`config.mk`:
```
export PLATFORM = sky130hd
export DESIGN_NAME = dcache_top
export DESIGN_NICKNAME = d
export VERILOG_FILES = /design/src/hw/dcache_pkg.sv /design/src/hw/dcache_ctrl.sv /design/src/hw/dcache_data_array.sv /design/src/hw/dcache_tag_array.sv /design/src/hw/dcache_top.sv /design/src/hw/replay_fifo.sv
export SDC_FILE = /design/constraint.sdc
export NUM_CORES = 2
export LEC_CHECK = 0
export BUFFER_PORTS_ARGS = -buffer_cell sky130_fd_sc_hd__buf_2
export CORE_ASPECT_RATIO = 1.75
export CORE_MARGIN = 5
export CORE_UTILIZATION = 35
export CTS_CLUSTER_DIAMETER = 150
export DETAILED_ROUTE_END_ITERATION = 7
export PLACE_DENSITY = 0.59
export SLEW_MARGIN = 20
export SYNTH_ARGS = -nofsm -noshare
export SYNTH_HDL_FRONTEND = slang
export SYNTH_SLANG_ARGS = --single-unit
```
`constraint.sdc`:
```
create_clock -name clk_i -period 12.05 [get_ports clk_i]
set_clock_uncertainty 0.2 [all_clocks]
set_input_delay 3.615 -clock clk_i [delete_from_list [all_inputs] [get_ports clk_i]]
set_output_delay 3.615 -clock clk_i [all_outputs]
set_load 0.005 [all_outputs]
```
`src/hw/dcache_pkg.sv`:
```
/*
 * Shared definitions for the write-through data cache:
 * widths, address field positions, opcodes, controller states
 * and the dword union seen as one word or as eight bytes
 */

package dcache_pkg;

   localparam int ADDR_W   = 16;
   localparam int DWORD_W  = 64;
   localparam int BYTES_W  = 8;

   // Direct-mapped, one dword per line
   localparam int SETS       = 16;
   localparam int INDEX_W    = 4;
   localparam int TAG_W      = 9;
   localparam int OFFSET_W   = 3;
   localparam int INDEX_LSB  = OFFSET_W;
   localparam int TAG_LSB    = OFFSET_W + INDEX_W;

   localparam int OP_W = 2;
   localparam logic [OP_W-1:0] OP_LD  = 2'd0;
   localparam logic [OP_W-1:0] OP_LBU = 2'd1;
   localparam logic [OP_W-1:0] OP_SD  = 2'd2;
   localparam logic [OP_W-1:0] OP_SB  = 2'd3;

   // Queue entry is {opcode, address, store data, uncached}
   localparam int PKT_W        = OP_W + ADDR_W + DWORD_W + 1;
   localparam int REPLAY_DEPTH = 8;
   localparam int REPLAY_PTR_W = 3;

   localparam logic [1:0] ST_RUN  = 2'd0;
   localparam logic [1:0] ST_CMD  = 2'd1;
   localparam logic [1:0] ST_WAIT = 2'd2;

   typedef union packed
   {
      logic [DWORD_W-1:0]          dword;
      logic [BYTES_W-1:0][7:0]     bytes;
   } dcache_dword_u;

endpackage

```
`src/hw/dcache_ctrl.sv`:
```
/*
 * Cache controller: two-stage issue pipeline, hit decision,
 * result mux, write-through stores, store forwarding,
 * miss and uncached read engine, commit and rollback
 */
`timescale 1ns/1ns

module dcache_ctrl
   ( input  logic                          clk_i
   , input  logic                          arst_n_i
   , input  logic                          head_v_i
   , input  logic [dcache_pkg::PKT_W-1:0]   head_data_i
   , output logic                          issue_yumi_o
   , output logic                          commit_o
   , output logic                          roll_o
   , output logic [dcache_pkg::INDEX_W-1:0] lookup_index_o
   , output logic                          fill_v_o
   , output logic [dcache_pkg::TAG_W-1:0]   fill_tag_o
   , output logic                          store_v_o
   , output logic [dcache_pkg::INDEX_W-1:0] write_index_o
   , output dcache_pkg::dcache_dword_u      write_data_o
   , output logic [dcache_pkg::BYTES_W-1:0] write_mask_o
   , input  logic [dcache_pkg::TAG_W-1:0]   tag_i
   , input  logic                          valid_i
   , input  dcache_pkg::dcache_dword_u      line_i
   , output logic                          v_o
   , output logic [dcache_pkg::DWORD_W-1:0] data_o
   , output logic                          mem_cmd_v_o
   , output logic                          mem_cmd_write_o
   , output logic [dcache_pkg::ADDR_W-1:0]  mem_cmd_addr_o
   , output logic [dcache_pkg::DWORD_W-1:0] mem_cmd_data_o
   , output logic [dcache_pkg::BYTES_W-1:0] mem_cmd_mask_o
   , input  logic                          mem_cmd_ready_and_i
   , input  logic                          mem_resp_v_i
   , input  logic [dcache_pkg::DWORD_W-1:0] mem_resp_data_i
   , output logic                          mem_resp_ready_and_o
   );

   import dcache_pkg::*;

   logic [OP_W-1:0]    head_op;
   logic [ADDR_W-1:0]  head_addr;
   logic [DWORD_W-1:0] head_data;
   logic               head_unc;

   logic               s1_v_r, s1_unc_r;
   logic [OP_W-1:0]    s1_op_r;
   logic [ADDR_W-1:0]  s1_addr_r;
   logic [DWORD_W-1:0] s1_data_r;

   logic               s2_v_r, s2_unc_r, s2_valid_r;
   logic [OP_W-1:0]    s2_op_r;
   logic [ADDR_W-1:0]  s2_addr_r;
   logic [DWORD_W-1:0] s2_data_r;
   logic [TAG_W-1:0]   s2_tag_r;
   dcache_dword_u      s2_line_r;

   logic [1:0]         state_r;
   logic [OP_W-1:0]    miss_op_r;
   logic [ADDR_W-1:0]  miss_addr_r;
   logic               miss_unc_r, ret_r;
   dcache_dword_u      resp_r;

   logic               run, s2_act, s2_store, s1_unc_ld, s2_unc_ld;
   logic               tag_hit, ld_hit, ld_go_mem, st_done, resp_hs;
   logic [BYTES_W-1:0] st_mask;
   logic [ADDR_W-1:0]  cmd_addr;
   logic [OP_W-1:0]    res_op;
   logic [OFFSET_W-1:0] res_off;
   dcache_dword_u      st_word, fwd_line, res_word;

   assign {head_op, head_addr, head_data, head_unc} = head_data_i;
   assign lookup_index_o = head_addr[INDEX_LSB +: INDEX_W];

   // Decision stage
   assign run       = (state_r == ST_RUN);
   assign s2_act    = run & s2_v_r;
   assign s2_store  = (s2_op_r == OP_SD) || (s2_op_r == OP_SB);
   assign tag_hit   = s2_valid_r && (s2_tag_r == s2_addr_r[TAG_LSB +: TAG_W]);
   assign ld_hit    = s2_act & ~s2_store & ~s2_unc_r & tag_hit;
   assign ld_go_mem = s2_act & ~s2_store & (s2_unc_r | ~tag_hit);
   assign st_done   = s2_act & s2_store & mem_cmd_ready_and_i;
   assign roll_o    = s2_act & ((~s2_store & ~s2_unc_r & ~tag_hit)
                              | (s2_store & ~mem_cmd_ready_and_i));

   assign v_o      = ld_hit | st_done | ret_r;
   assign commit_o = v_o;

   // Nothing younger may follow an uncached load
   assign s1_unc_ld    = s1_v_r && s1_unc_r && (s1_op_r == OP_LD || s1_op_r == OP_LBU);
   assign s2_unc_ld    = s2_v_r && s2_unc_r && !s2_store;
   assign issue_yumi_o = head_v_i & run & ~roll_o & ~s1_unc_ld & ~s2_unc_ld;

   // Store byte goes out on every lane
   always_comb
   begin
      if (s2_op_r == OP_SB)
      begin
         st_word.dword = {BYTES_W{s2_data_r[7:0]}};
         st_mask       = BYTES_W'(1) << s2_addr_r[OFFSET_W-1:0];
      end
      else
      begin
         st_word.dword = s2_data_r;
         st_mask       = '1;
      end
   end

   assign cmd_addr             = run ? s2_addr_r : miss_addr_r;
   assign mem_cmd_v_o          = (s2_act & s2_store) | (state_r == ST_CMD);
   assign mem_cmd_write_o      = run;
   assign mem_cmd_addr_o       = {cmd_addr[ADDR_W-1:OFFSET_W], {OFFSET_W{1'b0}}};
   assign mem_cmd_data_o       = st_word.dword;
   assign mem_cmd_mask_o       = st_mask;
   assign mem_resp_ready_and_o = (state_r == ST_WAIT);
   assign resp_hs              = mem_resp_v_i & mem_resp_ready_and_o;

   assign fill_v_o      = resp_hs & ~miss_unc_r;
   assign fill_tag_o    = miss_addr_r[TAG_LSB +: TAG_W];
   assign store_v_o     = st_done & tag_hit;
   assign write_index_o = fill_v_o ? miss_addr_r[INDEX_LSB +: INDEX_W]
                                   : s2_addr_r[INDEX_LSB +: INDEX_W];
   assign write_data_o  = fill_v_o ? dcache_dword_u'(mem_resp_data_i) : st_word;
   assign write_mask_o  = fill_v_o ? {BYTES_W{1'b1}} : st_mask;

   // Younger op in stage 1 read the line before this store
   always_comb
   begin
      fwd_line = line_i;
      if (store_v_o && (s1_addr_r[INDEX_LSB +: INDEX_W] == s2_addr_r[INDEX_LSB +: INDEX_W]))
      begin
         for (int b = 0; b < BYTES_W; b++)
         begin
            if (st_mask[b])
               fwd_line.bytes[b] = st_word.bytes[b];
         end
      end
   end

   assign res_word = ret_r ? resp_r : s2_line_r;
   assign res_op   = ret_r ? miss_op_r : s2_op_r;
   assign res_off  = ret_r ? miss_addr_r[OFFSET_W-1:0] : s2_addr_r[OFFSET_W-1:0];

   always_comb
   begin
      case (res_op)
         OP_LD:   data_o = res_word.dword;
         OP_LBU:  data_o = DWORD_W'(res_word.bytes[res_off]);
         default: data_o = '0;
      endcase
   end

   always_ff @(posedge clk_i)
   begin
      if (issue_yumi_o)
         {s1_op_r, s1_addr_r, s1_data_r, s1_unc_r} <= {head_op, head_addr, head_data, head_unc};
      {s2_op_r, s2_addr_r, s2_data_r, s2_unc_r} <= {s1_op_r, s1_addr_r, s1_data_r, s1_unc_r};
      s2_tag_r   <= tag_i;
      s2_valid_r <= valid_i;
      s2_line_r  <= fwd_line;
      if (ld_go_mem)
         {miss_op_r, miss_addr_r, miss_unc_r} <= {s2_op_r, s2_addr_r, s2_unc_r};
      if (resp_hs)
         resp_r.dword <= mem_resp_data_i;
   end

   always_ff @(posedge clk_i or negedge arst_n_i)
   begin
      if (!arst_n_i)
      begin
         s1_v_r  <= 1'b0;
         s2_v_r  <= 1'b0;
         ret_r   <= 1'b0;
         state_r <= ST_RUN;
      end
      else
      begin
         s1_v_r <= issue_yumi_o;
         s2_v_r <= s1_v_r & ~roll_o;
         ret_r  <= resp_hs & miss_unc_r;
         case (state_r)
            ST_RUN:  if (ld_go_mem) state_r <= ST_CMD;
            ST_CMD:  if (mem_cmd_ready_and_i) state_r <= ST_WAIT;
            ST_WAIT: if (mem_resp_v_i) state_r <= ST_RUN;
            default: state_r <= ST_RUN;
         endcase
      end
   end

   a_resp_when_waiting: assert property (@(posedge clk_i) disable iff (!arst_n_i)
      mem_resp_v_i |-> (state_r == ST_WAIT))
      else $error("memory response while no read outstanding");

   a_roll_xor_commit: assert property (@(posedge clk_i) disable iff (!arst_n_i)
      !(roll_o && commit_o))
      else $error("roll and commit in the same cycle");

endmodule

```
`src/hw/dcache_data_array.sv`:
```
/*
 * One dword per set with registered read,
 * byte-masked store merge and whole-line fill
 */
`timescale 1ns/1ns

module dcache_data_array
   ( input  logic                          clk_i
   , input  logic                          arst_n_i
   , input  logic [dcache_pkg::INDEX_W-1:0] lookup_index_i
   , output dcache_pkg::dcache_dword_u      data_o
   , input  logic                          fill_v_i
   , input  logic                          store_v_i
   , input  logic [dcache_pkg::INDEX_W-1:0] write_index_i
   , input  dcache_pkg::dcache_dword_u      write_data_i
   , input  logic [dcache_pkg::BYTES_W-1:0] write_mask_i
   );

   import dcache_pkg::*;

   dcache_dword_u        mem_r [SETS];
   logic [BYTES_W-1:0]   eff_mask;
   logic                 bypass;

   assign eff_mask = (fill_v_i || store_v_i) ? (write_mask_i | {BYTES_W{fill_v_i}}) : '0;
   assign bypass   = (write_index_i == lookup_index_i);

   always_ff @(posedge clk_i)
   begin
      for (int b = 0; b < BYTES_W; b++)
      begin
         if (eff_mask[b])
            mem_r[write_index_i].bytes[b] <= write_data_i.bytes[b];
      end
   end

   // Read returns bytes written in the same cycle
   always_ff @(posedge clk_i or negedge arst_n_i)
   begin
      if (!arst_n_i)
         data_o <= '0;
      else
      begin
         for (int b = 0; b < BYTES_W; b++)
         begin
            if (bypass && eff_mask[b])
               data_o.bytes[b] <= write_data_i.bytes[b];
            else
               data_o.bytes[b] <= mem_r[lookup_index_i].bytes[b];
         end
      end
   end

endmodule

```
`src/hw/dcache_tag_array.sv`:
```
/*
 * Valid bits and tags, one per set,
 * registered lookup with fill bypass
 */
`timescale 1ns/1ns

module dcache_tag_array
   ( input  logic                          clk_i
   , input  logic                          arst_n_i
   , input  logic [dcache_pkg::INDEX_W-1:0] lookup_index_i
   , output logic [dcache_pkg::TAG_W-1:0]   tag_o
   , output logic                          valid_o
   , input  logic                          fill_v_i
   , input  logic [dcache_pkg::INDEX_W-1:0] fill_index_i
   , input  logic [dcache_pkg::TAG_W-1:0]   fill_tag_i
   );

   import dcache_pkg::*;

   logic [SETS-1:0]  valid_r;
   logic [TAG_W-1:0] tag_r [SETS];
   logic             fill_hit;

   // Lookup sees a fill to the same set in the same cycle
   assign fill_hit = fill_v_i && (fill_index_i == lookup_index_i);

   always_ff @(posedge clk_i)
   begin
      if (fill_v_i)
         tag_r[fill_index_i] <= fill_tag_i;
      tag_o <= fill_hit ? fill_tag_i : tag_r[lookup_index_i];
   end

   always_ff @(posedge clk_i or negedge arst_n_i)
   begin
      if (!arst_n_i)
      begin
         valid_r <= '0;
         valid_o <= 1'b0;
      end
      else
      begin
         if (fill_v_i)
            valid_r[fill_index_i] <= 1'b1;
         valid_o <= fill_hit | valid_r[lookup_index_i];
      end
   end

endmodule

```
`src/hw/dcache_top.sv`:
```
/*
 * Data cache top level: replay queue, tag and data
 * arrays side by side, and the controller
 */
`timescale 1ns/1ns

module dcache_top
   ( input  logic                          clk_i
   , input  logic                          arst_n_i
   , input  logic                          req_v_i
   , input  logic [dcache_pkg::OP_W-1:0]    req_op_i
   , input  logic [dcache_pkg::ADDR_W-1:0]  req_addr_i
   , input  logic [dcache_pkg::DWORD_W-1:0] req_data_i
   , input  logic                          req_uncached_i
   , output logic                          req_ready_o
   , output logic                          v_o
   , output logic [dcache_pkg::DWORD_W-1:0] data_o
   , output logic                          mem_cmd_v_o
   , output logic                          mem_cmd_write_o
   , output logic [dcache_pkg::ADDR_W-1:0]  mem_cmd_addr_o
   , output logic [dcache_pkg::DWORD_W-1:0] mem_cmd_data_o
   , output logic [dcache_pkg::BYTES_W-1:0] mem_cmd_mask_o
   , input  logic                          mem_cmd_ready_and_i
   , input  logic                          mem_resp_v_i
   , input  logic [dcache_pkg::DWORD_W-1:0] mem_resp_data_i
   , output logic                          mem_resp_ready_and_o
   );

   import dcache_pkg::*;

   logic               head_v, issue_yumi, commit, roll;
   logic [PKT_W-1:0]   head_data;
   logic [INDEX_W-1:0] lookup_index, write_index;
   logic               fill_v, store_v, tag_valid;
   logic [TAG_W-1:0]   fill_tag, tag;
   logic [BYTES_W-1:0] write_mask;
   dcache_dword_u      write_data, line;

   replay_fifo replay
      (.clk_i(clk_i), .arst_n_i(arst_n_i)
      ,.wr_v_i(req_v_i), .wr_data_i({req_op_i, req_addr_i, req_data_i, req_uncached_i})
      ,.wr_ready_o(req_ready_o)
      ,.rd_v_o(head_v), .rd_data_o(head_data), .rd_yumi_i(issue_yumi)
      ,.commit_i(commit), .roll_i(roll)
      );

   dcache_tag_array tags
      (.clk_i(clk_i), .arst_n_i(arst_n_i), .lookup_index_i(lookup_index)
      ,.tag_o(tag), .valid_o(tag_valid)
      ,.fill_v_i(fill_v), .fill_index_i(write_index), .fill_tag_i(fill_tag)
      );

   dcache_data_array data
      (.clk_i(clk_i), .arst_n_i(arst_n_i), .lookup_index_i(lookup_index), .data_o(line)
      ,.fill_v_i(fill_v), .store_v_i(store_v), .write_index_i(write_index)
      ,.write_data_i(write_data), .write_mask_i(write_mask)
      );

   dcache_ctrl ctrl
      (.clk_i(clk_i), .arst_n_i(arst_n_i)
      ,.head_v_i(head_v), .head_data_i(head_data)
      ,.issue_yumi_o(issue_yumi), .commit_o(commit), .roll_o(roll)
      ,.lookup_index_o(lookup_index), .fill_v_o(fill_v), .fill_tag_o(fill_tag)
      ,.store_v_o(store_v), .write_index_o(write_index)
      ,.write_data_o(write_data), .write_mask_o(write_mask)
      ,.tag_i(tag), .valid_i(tag_valid), .line_i(line)
      ,.v_o(v_o), .data_o(data_o)
      ,.mem_cmd_v_o(mem_cmd_v_o), .mem_cmd_write_o(mem_cmd_write_o)
      ,.mem_cmd_addr_o(mem_cmd_addr_o), .mem_cmd_data_o(mem_cmd_data_o)
      ,.mem_cmd_mask_o(mem_cmd_mask_o), .mem_cmd_ready_and_i(mem_cmd_ready_and_i)
      ,.mem_resp_v_i(mem_resp_v_i), .mem_resp_data_i(mem_resp_data_i)
      ,.mem_resp_ready_and_o(mem_resp_ready_and_o)
      );

endmodule

```
`src/hw/replay_fifo.sv`:
```
/*
 * Request queue in front of the cache, with separate read,
 * commit and write pointers; roll returns the read pointer
 * to the oldest uncommitted entry
 */
`timescale 1ns/1ns

module replay_fifo
   ( input  logic                        clk_i
   , input  logic                        arst_n_i
   , input  logic                        wr_v_i
   , input  logic [dcache_pkg::PKT_W-1:0] wr_data_i
   , output logic                        wr_ready_o
   , output logic                        rd_v_o
   , output logic [dcache_pkg::PKT_W-1:0] rd_data_o
   , input  logic                        rd_yumi_i
   , input  logic                        commit_i
   , input  logic                        roll_i
   );

   import dcache_pkg::*;

   // Extra MSB tells full from empty
   logic [REPLAY_PTR_W:0] wptr_r, rptr_r, cptr_r;
   logic [REPLAY_PTR_W:0] used;
   logic [PKT_W-1:0]      mem_r [REPLAY_DEPTH];

   // Space counts only committed entries
   assign used       = wptr_r - cptr_r;
   assign wr_ready_o = (used != REPLAY_DEPTH);
   assign rd_v_o     = (rptr_r != wptr_r);
   assign rd_data_o  = mem_r[rptr_r[REPLAY_PTR_W-1:0]];

   always_ff @(posedge clk_i)
   begin
      if (wr_v_i && wr_ready_o)
         mem_r[wptr_r[REPLAY_PTR_W-1:0]] <= wr_data_i;
   end

   always_ff @(posedge clk_i or negedge arst_n_i)
   begin
      if (!arst_n_i)
      begin
         wptr_r <= '0;
         rptr_r <= '0;
         cptr_r <= '0;
      end
      else
      begin
         if (wr_v_i && wr_ready_o)
            wptr_r <= wptr_r + 1'b1;
         if (commit_i)
            cptr_r <= cptr_r + 1'b1;
         if (roll_i)
            rptr_r <= cptr_r;
         else if (rd_yumi_i)
            rptr_r <= rptr_r + 1'b1;
      end
   end

   a_no_overfill: assert property (@(posedge clk_i) disable iff (!arst_n_i)
      used <= REPLAY_DEPTH)
      else $error("replay queue holds more than its depth");

   a_no_pop_empty: assert property (@(posedge clk_i) disable iff (!arst_n_i)
      rd_yumi_i |-> rd_v_o)
      else $error("controller popped an empty queue");

   a_commit_issued: assert property (@(posedge clk_i) disable iff (!arst_n_i)
      commit_i |-> (cptr_r != rptr_r))
      else $error("commit without an issued entry");

endmodule
```
Yosys cells after proc, flatten, opt, wreduce, memory -nomap -nowiden:

Memory sizes are Yosys's and may differ from the RTL's. A register that Yosys moved wholly into a read port is not among the register bits.
Cells that the tools add are included.

* $add $sub $neg: 4
* multipliers: 0
* div/mod/pow operators: 0
* magnitude comparators: 4
* equal/unequal tests: 14
* shift-type cells: 1
* muxes and demuxes: 52
* bitwise logic cells: 36
* reductions and logical operators: 19

Operator list (count)
* two-way mux 64 bit: 4
* case mux 64 bit (2 select lines): 1
* two-way mux 8 bit: 12
* binary-select mux 8 bit (select 3 bit): 1
* two-way mux 1 bit: 22
* bitwise AND 1 bit: 20
* two-way mux 16 bit: 1
* bitwise OR 16 bit: 1
* adder 4 x 1 -> 4 bit (second input constant): 3
* two-way mux 4 bit: 3
* < comparator 4 x 5 -> 1 bit (second input constant): 2
* equality test 9 bit: 1
* logical AND 1 bit: 9
* equality test 4 bit: 2
* two-way mux 2 bit: 4
* inverter 1 bit: 8
* bitwise OR 8 bit: 1
* left shift 1 x 3 -> 8 bit (first input constant): 1
* equality test 2 x 1 -> 1 bit (second input constant): 3
* equality test 2 bit (second input constant): 3
* logical NOT 2 bit: 3
* inequality test 2 bit (second input constant): 3
* bitwise OR 1 bit: 6
* case mux 2 bit (3 select lines): 1
* 12 further kinds: 15

* register bits after elaboration: 357
* bits in latches: 0
* RAM bits: 1832
* memory bits (read-only): 0
* input bits: 152
* output and inout port bits: 157
* word-level logic and storage cells: 157
* memories kept: 3

Memories
* data.mem_r: words 16, width 64, read ports 1, clocked after memory_dff 1, wr ports 1, RTL line dcache_data_array.sv:21 `dcache_dword_u mem_r [SETS];`
* replay.mem_r: words 8, width 83, read ports 1, clocked after memory_dff 0, wr ports 1, RTL line replay_fifo.sv:26 `logic [PKT_W-1:0] mem_r [REPLAY_DEPTH];`
* tags.tag_r: words 16, width 9, read ports 1, clocked after memory_dff 1, wr ports 1, RTL line dcache_tag_array.sv:21 `logic [TAG_W-1:0] tag_r [SETS];`

Depth between registers and ports, before layout:

* depth after elaboration: 13
* mapped depth: 12
* gate-level depth less buffers: 9

Modules after synthesis:

A second synthesis with hierarchy kept.

* cell total of the unflattened synthesis: 4175
* area total of the unflattened synthesis: 86794.5 µm²

Modules (own cells, without submodules)
* dcache_data_array: times used 1, cells an instance 1882, area each 41363.4 µm², sequential area each 32351.0 µm²
* replay_fifo: times used 1, cells an instance 1046, area each 25608.3 µm², sequential area each 20239.4 µm²
* dcache_ctrl: times used 1, cells an instance 967, area each 13387.8 µm², sequential area each 8252.9 µm²
* dcache_tag_array: times used 1, cells an instance 280, area each 6434.9 µm², sequential area each 4829.6 µm²

Worst setup path after synthesis:

OpenSTA, ideal clock, no wires.

* kind: in2reg
* from: input req_v_i
* to: memory replay.mem_r[0][0] (netlist name) (enable)
* setup time: 0.626 ns
* data arrival time: 9.406 ns
* required time: 11.224 ns
* path slack: 1.817 ns
* cell stages on the path: 2
* buffers on the path: 0
* cell sequence: nand3_1 -> nor3_1

* word-level cells in the longest chain between the ends: 3

RTL lines
* start: declaration: RTL line dcache_top.sv:10 `, input logic req_v_i`
* logical AND 1 bit: RTL line replay_fifo.sv:36 `if (wr_v_i && wr_ready_o)`
* two-way mux 1 bit: RTL line replay_fifo.sv:36
* two-way mux 1 bit (implied by the code): RTL line replay_fifo.sv:37 `mem_r[wptr_r[REPLAY_PTR_W-1:0]] <= wr_data_i;`
* end: declaration: RTL line replay_fifo.sv:26

No other way between the ends.

Worst setup path after layout:

* from: input mem_cmd_ready_and_i
* to: output v_o

* word-level cells in the longest chain between the ends: 3

RTL lines
* start: declaration: RTL line dcache_top.sv:23 `, input logic mem_cmd_ready_and_i`
* bitwise AND 1 bit: RTL line dcache_ctrl.sv:82 `assign st_done = s2_act & s2_store & mem_cmd_ready_and_i;`
* bitwise OR 1 bit (2 in series): RTL line dcache_ctrl.sv:86 `assign v_o = ld_hit | st_done | ret_r;`
* end: declaration: RTL line dcache_top.sv:16 `, output logic v_o`

No other way between the ends.

==> results.md <==
- Run status: complete, no violations
- Worst Tran Pin Value: 1.25 ns
- Total Wirelength: 258 mm
- Kind of end point of the critical path: output pin
- Antenna-violating nets left: 0
- Crit path launch type: input pin
- Post-Synthesis Mean Instance Area: 15.3 um2
- IO buf count: 305
- Post-synth cell types: 55
- Setup tns final: 0 ns
- Number of flops mapped to enable cells by yosys: 1998
- H-tree levels: 4
- Clock Sinks: 2257
- Drt initial violations: 5695
- Clock Tree Buf Depth: 3
- Cell taking the most area after synthesis: edfxtp_1
- Cells after synthesis: 5745
- Launch point of the worst reg-to-reg path: replay.rptr_r[1]
- Area fraction of the dominant cell type after synthesis: 0.683
- Rows: 243
- Fmax achieved: 0.120 GHz
- Worst-skew pair later-pin latency: 0.86 ns
- Core area: 250000 um2
- CP peak stage delay: 0.38 ns
- RSZ-0062 raised after global routing: false
- Final-stage net count: 6153
- HPWL after detailed placement: 171 mm
- CTS root buf: clkbuf_16
- CTS tree: yes
- VDD IR max: 0.240 mV
- Most frequent cells in the layout: edfxtp_1, nand2_1, nor2_1, buf_2, mux4_2
- Total congestion overflow: 0
- Pin count of the biggest net entering global routing: 197
- Syn Std Cell Area: 87900 um2
- YS warnings: 0
- Total design power: 0.0295 W
- Tot GR Track Use: 0.192
- Max-cap violations: 0
- Rel. slew slack: 0.165
- Sequential area share after synthesis: 0.747
- Drt wl/cell: 27.2 um
- Crit-path cells: buf_2 -> nand2_1 -> o31a_1 -> o21bai_1 -> buf_2
- Filler cells: 22.7k
- Synthesis-stage register bit count: 2257
- Post-CTS Setup Repair Bufs: 0
- Area Growth Syn to Fin: 13.9%
- Hold-fix buffers, CTS: 0
- Data required, critical path: 8.23 ns
- Die height: 673 um
- Crit path time final: 8.36 ns
- Synth area leaders: edfxtp_1, mux4_2, nand2_1
- WHS Path Cells: 0
- Final worst path period share: 0.694
- Via Count: 51.3k
- Clock transition at the registers of the reported paths: 0.06 ns
- # IOs: 309
- Hold Crit Class: register to register
- Layout cells sized above 1: 0.194
- GP Congestion: 0.903
- Crit-path slowest cell: o21bai_1
- Initial antenna violation count: 73
- Power Density: 295 nW/um2
- Critical path class: input pin to output pin
- Post-synth ARST share: 0.0434
- Drt via density: 5.39
- CTS Buf Count: 205
- Leading register cell type out of synthesis: edfxtp_1
- Die area: 262000 um2
- Final Hold Fails: 0
- Vias in the first global route: 50.5k
- Initial Util: 0.351
- Leak: 34.0 nW
- Reg2Reg Setup Slack: 5.87 ns
- Worst-path fanout max: 6
- Final-report max-slew violation count: 0
- Final setup viols: 0
- First-pass GRT wire length: 366 mm
- Hold Path End: ctrl.s2_addr_r[15]
- Commonest non-fill, non-tap cell in the layout: edfxtp_1
- Drt pass-1 iters: 8
- Worst Path Arrival: 4.55 ns
- Worst Reg2Reg Path Length in Cells: 10
- Crit Reg-Reg Endpoint: data.data_o[26]
- DRC: 0
- Critical Path Most Common Cell: buf_2
- Hold Crit Start: ctrl.s1_addr_r[15]
- Die Width: 389 um
- Resize count post-CTS: 0
==> critical path: cells and delay by family <==
| family | cells | cell delay [ns] |
|---|---|---|
| buffers and inverters | 2 | 0.37 |
| AND/OR/NAND/NOR | 1 | 0.07 |
| AO/OA/AOI/OAI | 2 | 0.49 |
==> power breakdown <==
| part | switching, W | internal [W] | total [W] | leakage (nW) |
|---|---|---|---|---|
| Clock | 0.00291 | 0.00374 | 0.00665 | 3.38 |
| Combinational | 0.00804 | 0.00339 | 0.0114 | 10.0 |
| Sequential | 0.000688 | 0.0107 | 0.0114 | 20.7 |
| Total | 0.0116 | 0.0179 | 0.0295 | 34.0 |
==> worst max-delay path by stage <==
stage | start | endpoint | depth (start not counted)
floorplan | req_v_i | replay.mem_r[0][0] | 2
global placement | mem_cmd_ready_and_i | v_o | 5
detailed placement | mem_cmd_ready_and_i | v_o | 5
CTS | mem_cmd_ready_and_i | v_o | 5
global route | mem_cmd_ready_and_i | v_o | 5
finish | mem_cmd_ready_and_i | v_o | 5
==> area by class of cell <==
type	instances	area [um2]	share of cell area
Tap cell	3307	4140	0.0413
Clock buffer	251	5470	0.0546
Multi-Input combinational cell	3102	20900	0.208
Inverter	14	65.1	0.000650
Timing Repair Buffer	415	2400	0.0240
Sequential cell	2257	65700	0.656
Clock inverter	140	1460	0.0146
Antenna cell	25	62.6	0.000625
==> state kept, by name, indices dropped and copies added, names as in the netlist, 64 cells and up, named ones only <==
signal / flops
ctrl.s2_data_r: 64
data.data_o: 64
ctrl.s1_data_r: 64
replay.mem_r: 664
ctrl.resp_r: 64
data.mem_r: 1024
ctrl.s2_line_r: 64
tags.tag_r: 144
==> per-stage QoR <==
step	utilization	worst slack [ns]	instances	hold slack [ns]	cell area, um2
CTS	0.400	3.71	9486	0.125	100000
detailed placement	0.372	3.71	9095	0.127	93200
global route	0.400	3.58	9487	0.145	100000
finish	0.400	3.69	9511	0.136	100000
floorplan	-	1.82	5747	0.123	87900
global placement	0.372	3.73	9095	0.124	93200
==> Yosys cell counts (all sizes together) (36+ instances only) <==
cell	number
clkbuf	193
o2111ai	56
o21ai	85
buf	181
mux2	155
a311oi	114
edfxtp	1998
nor2	446
nand3	165
a31oi	136
a211oi	56
nand2	1109
dfrtp	98
nor2b	36
a21o	54
and3	195
mux4	212
mux2i	111
dfxtp	161
a21oi	50
==> metal layers <==
metal | global-route usage | part of all wire | vias to the layer above
met4 | 0.0712 | 0.040 | 40
met2 | 0.304 | 0.46 | 2486
met3 | 0.0574 | 0.11 | 532
met5 | 0 | 0.0011 | -
li1 | - | - | 22200
met1 | 0.251 | 0.39 | 26000
==> cell families (layout without fill, tap and decap cells) <==
kind of cell | after synthesis | after routing | share of synthesized area
other cells | 1 | 28 | 0.0000427
fa+ha+maj | 6 | 6 | 0.000854
buf+inv | 388 | 820 | 0.0193
xor+xnor | 30 | 30 | 0.00299
flops | 2257 | 2257 | 0.747
compound gates | 569 | 569 | 0.0454
mux | 478 | 478 | 0.0872
simple gates | 2016 | 2016 | 0.0970
No activity file was read; power rests on OpenSTA's default activity.
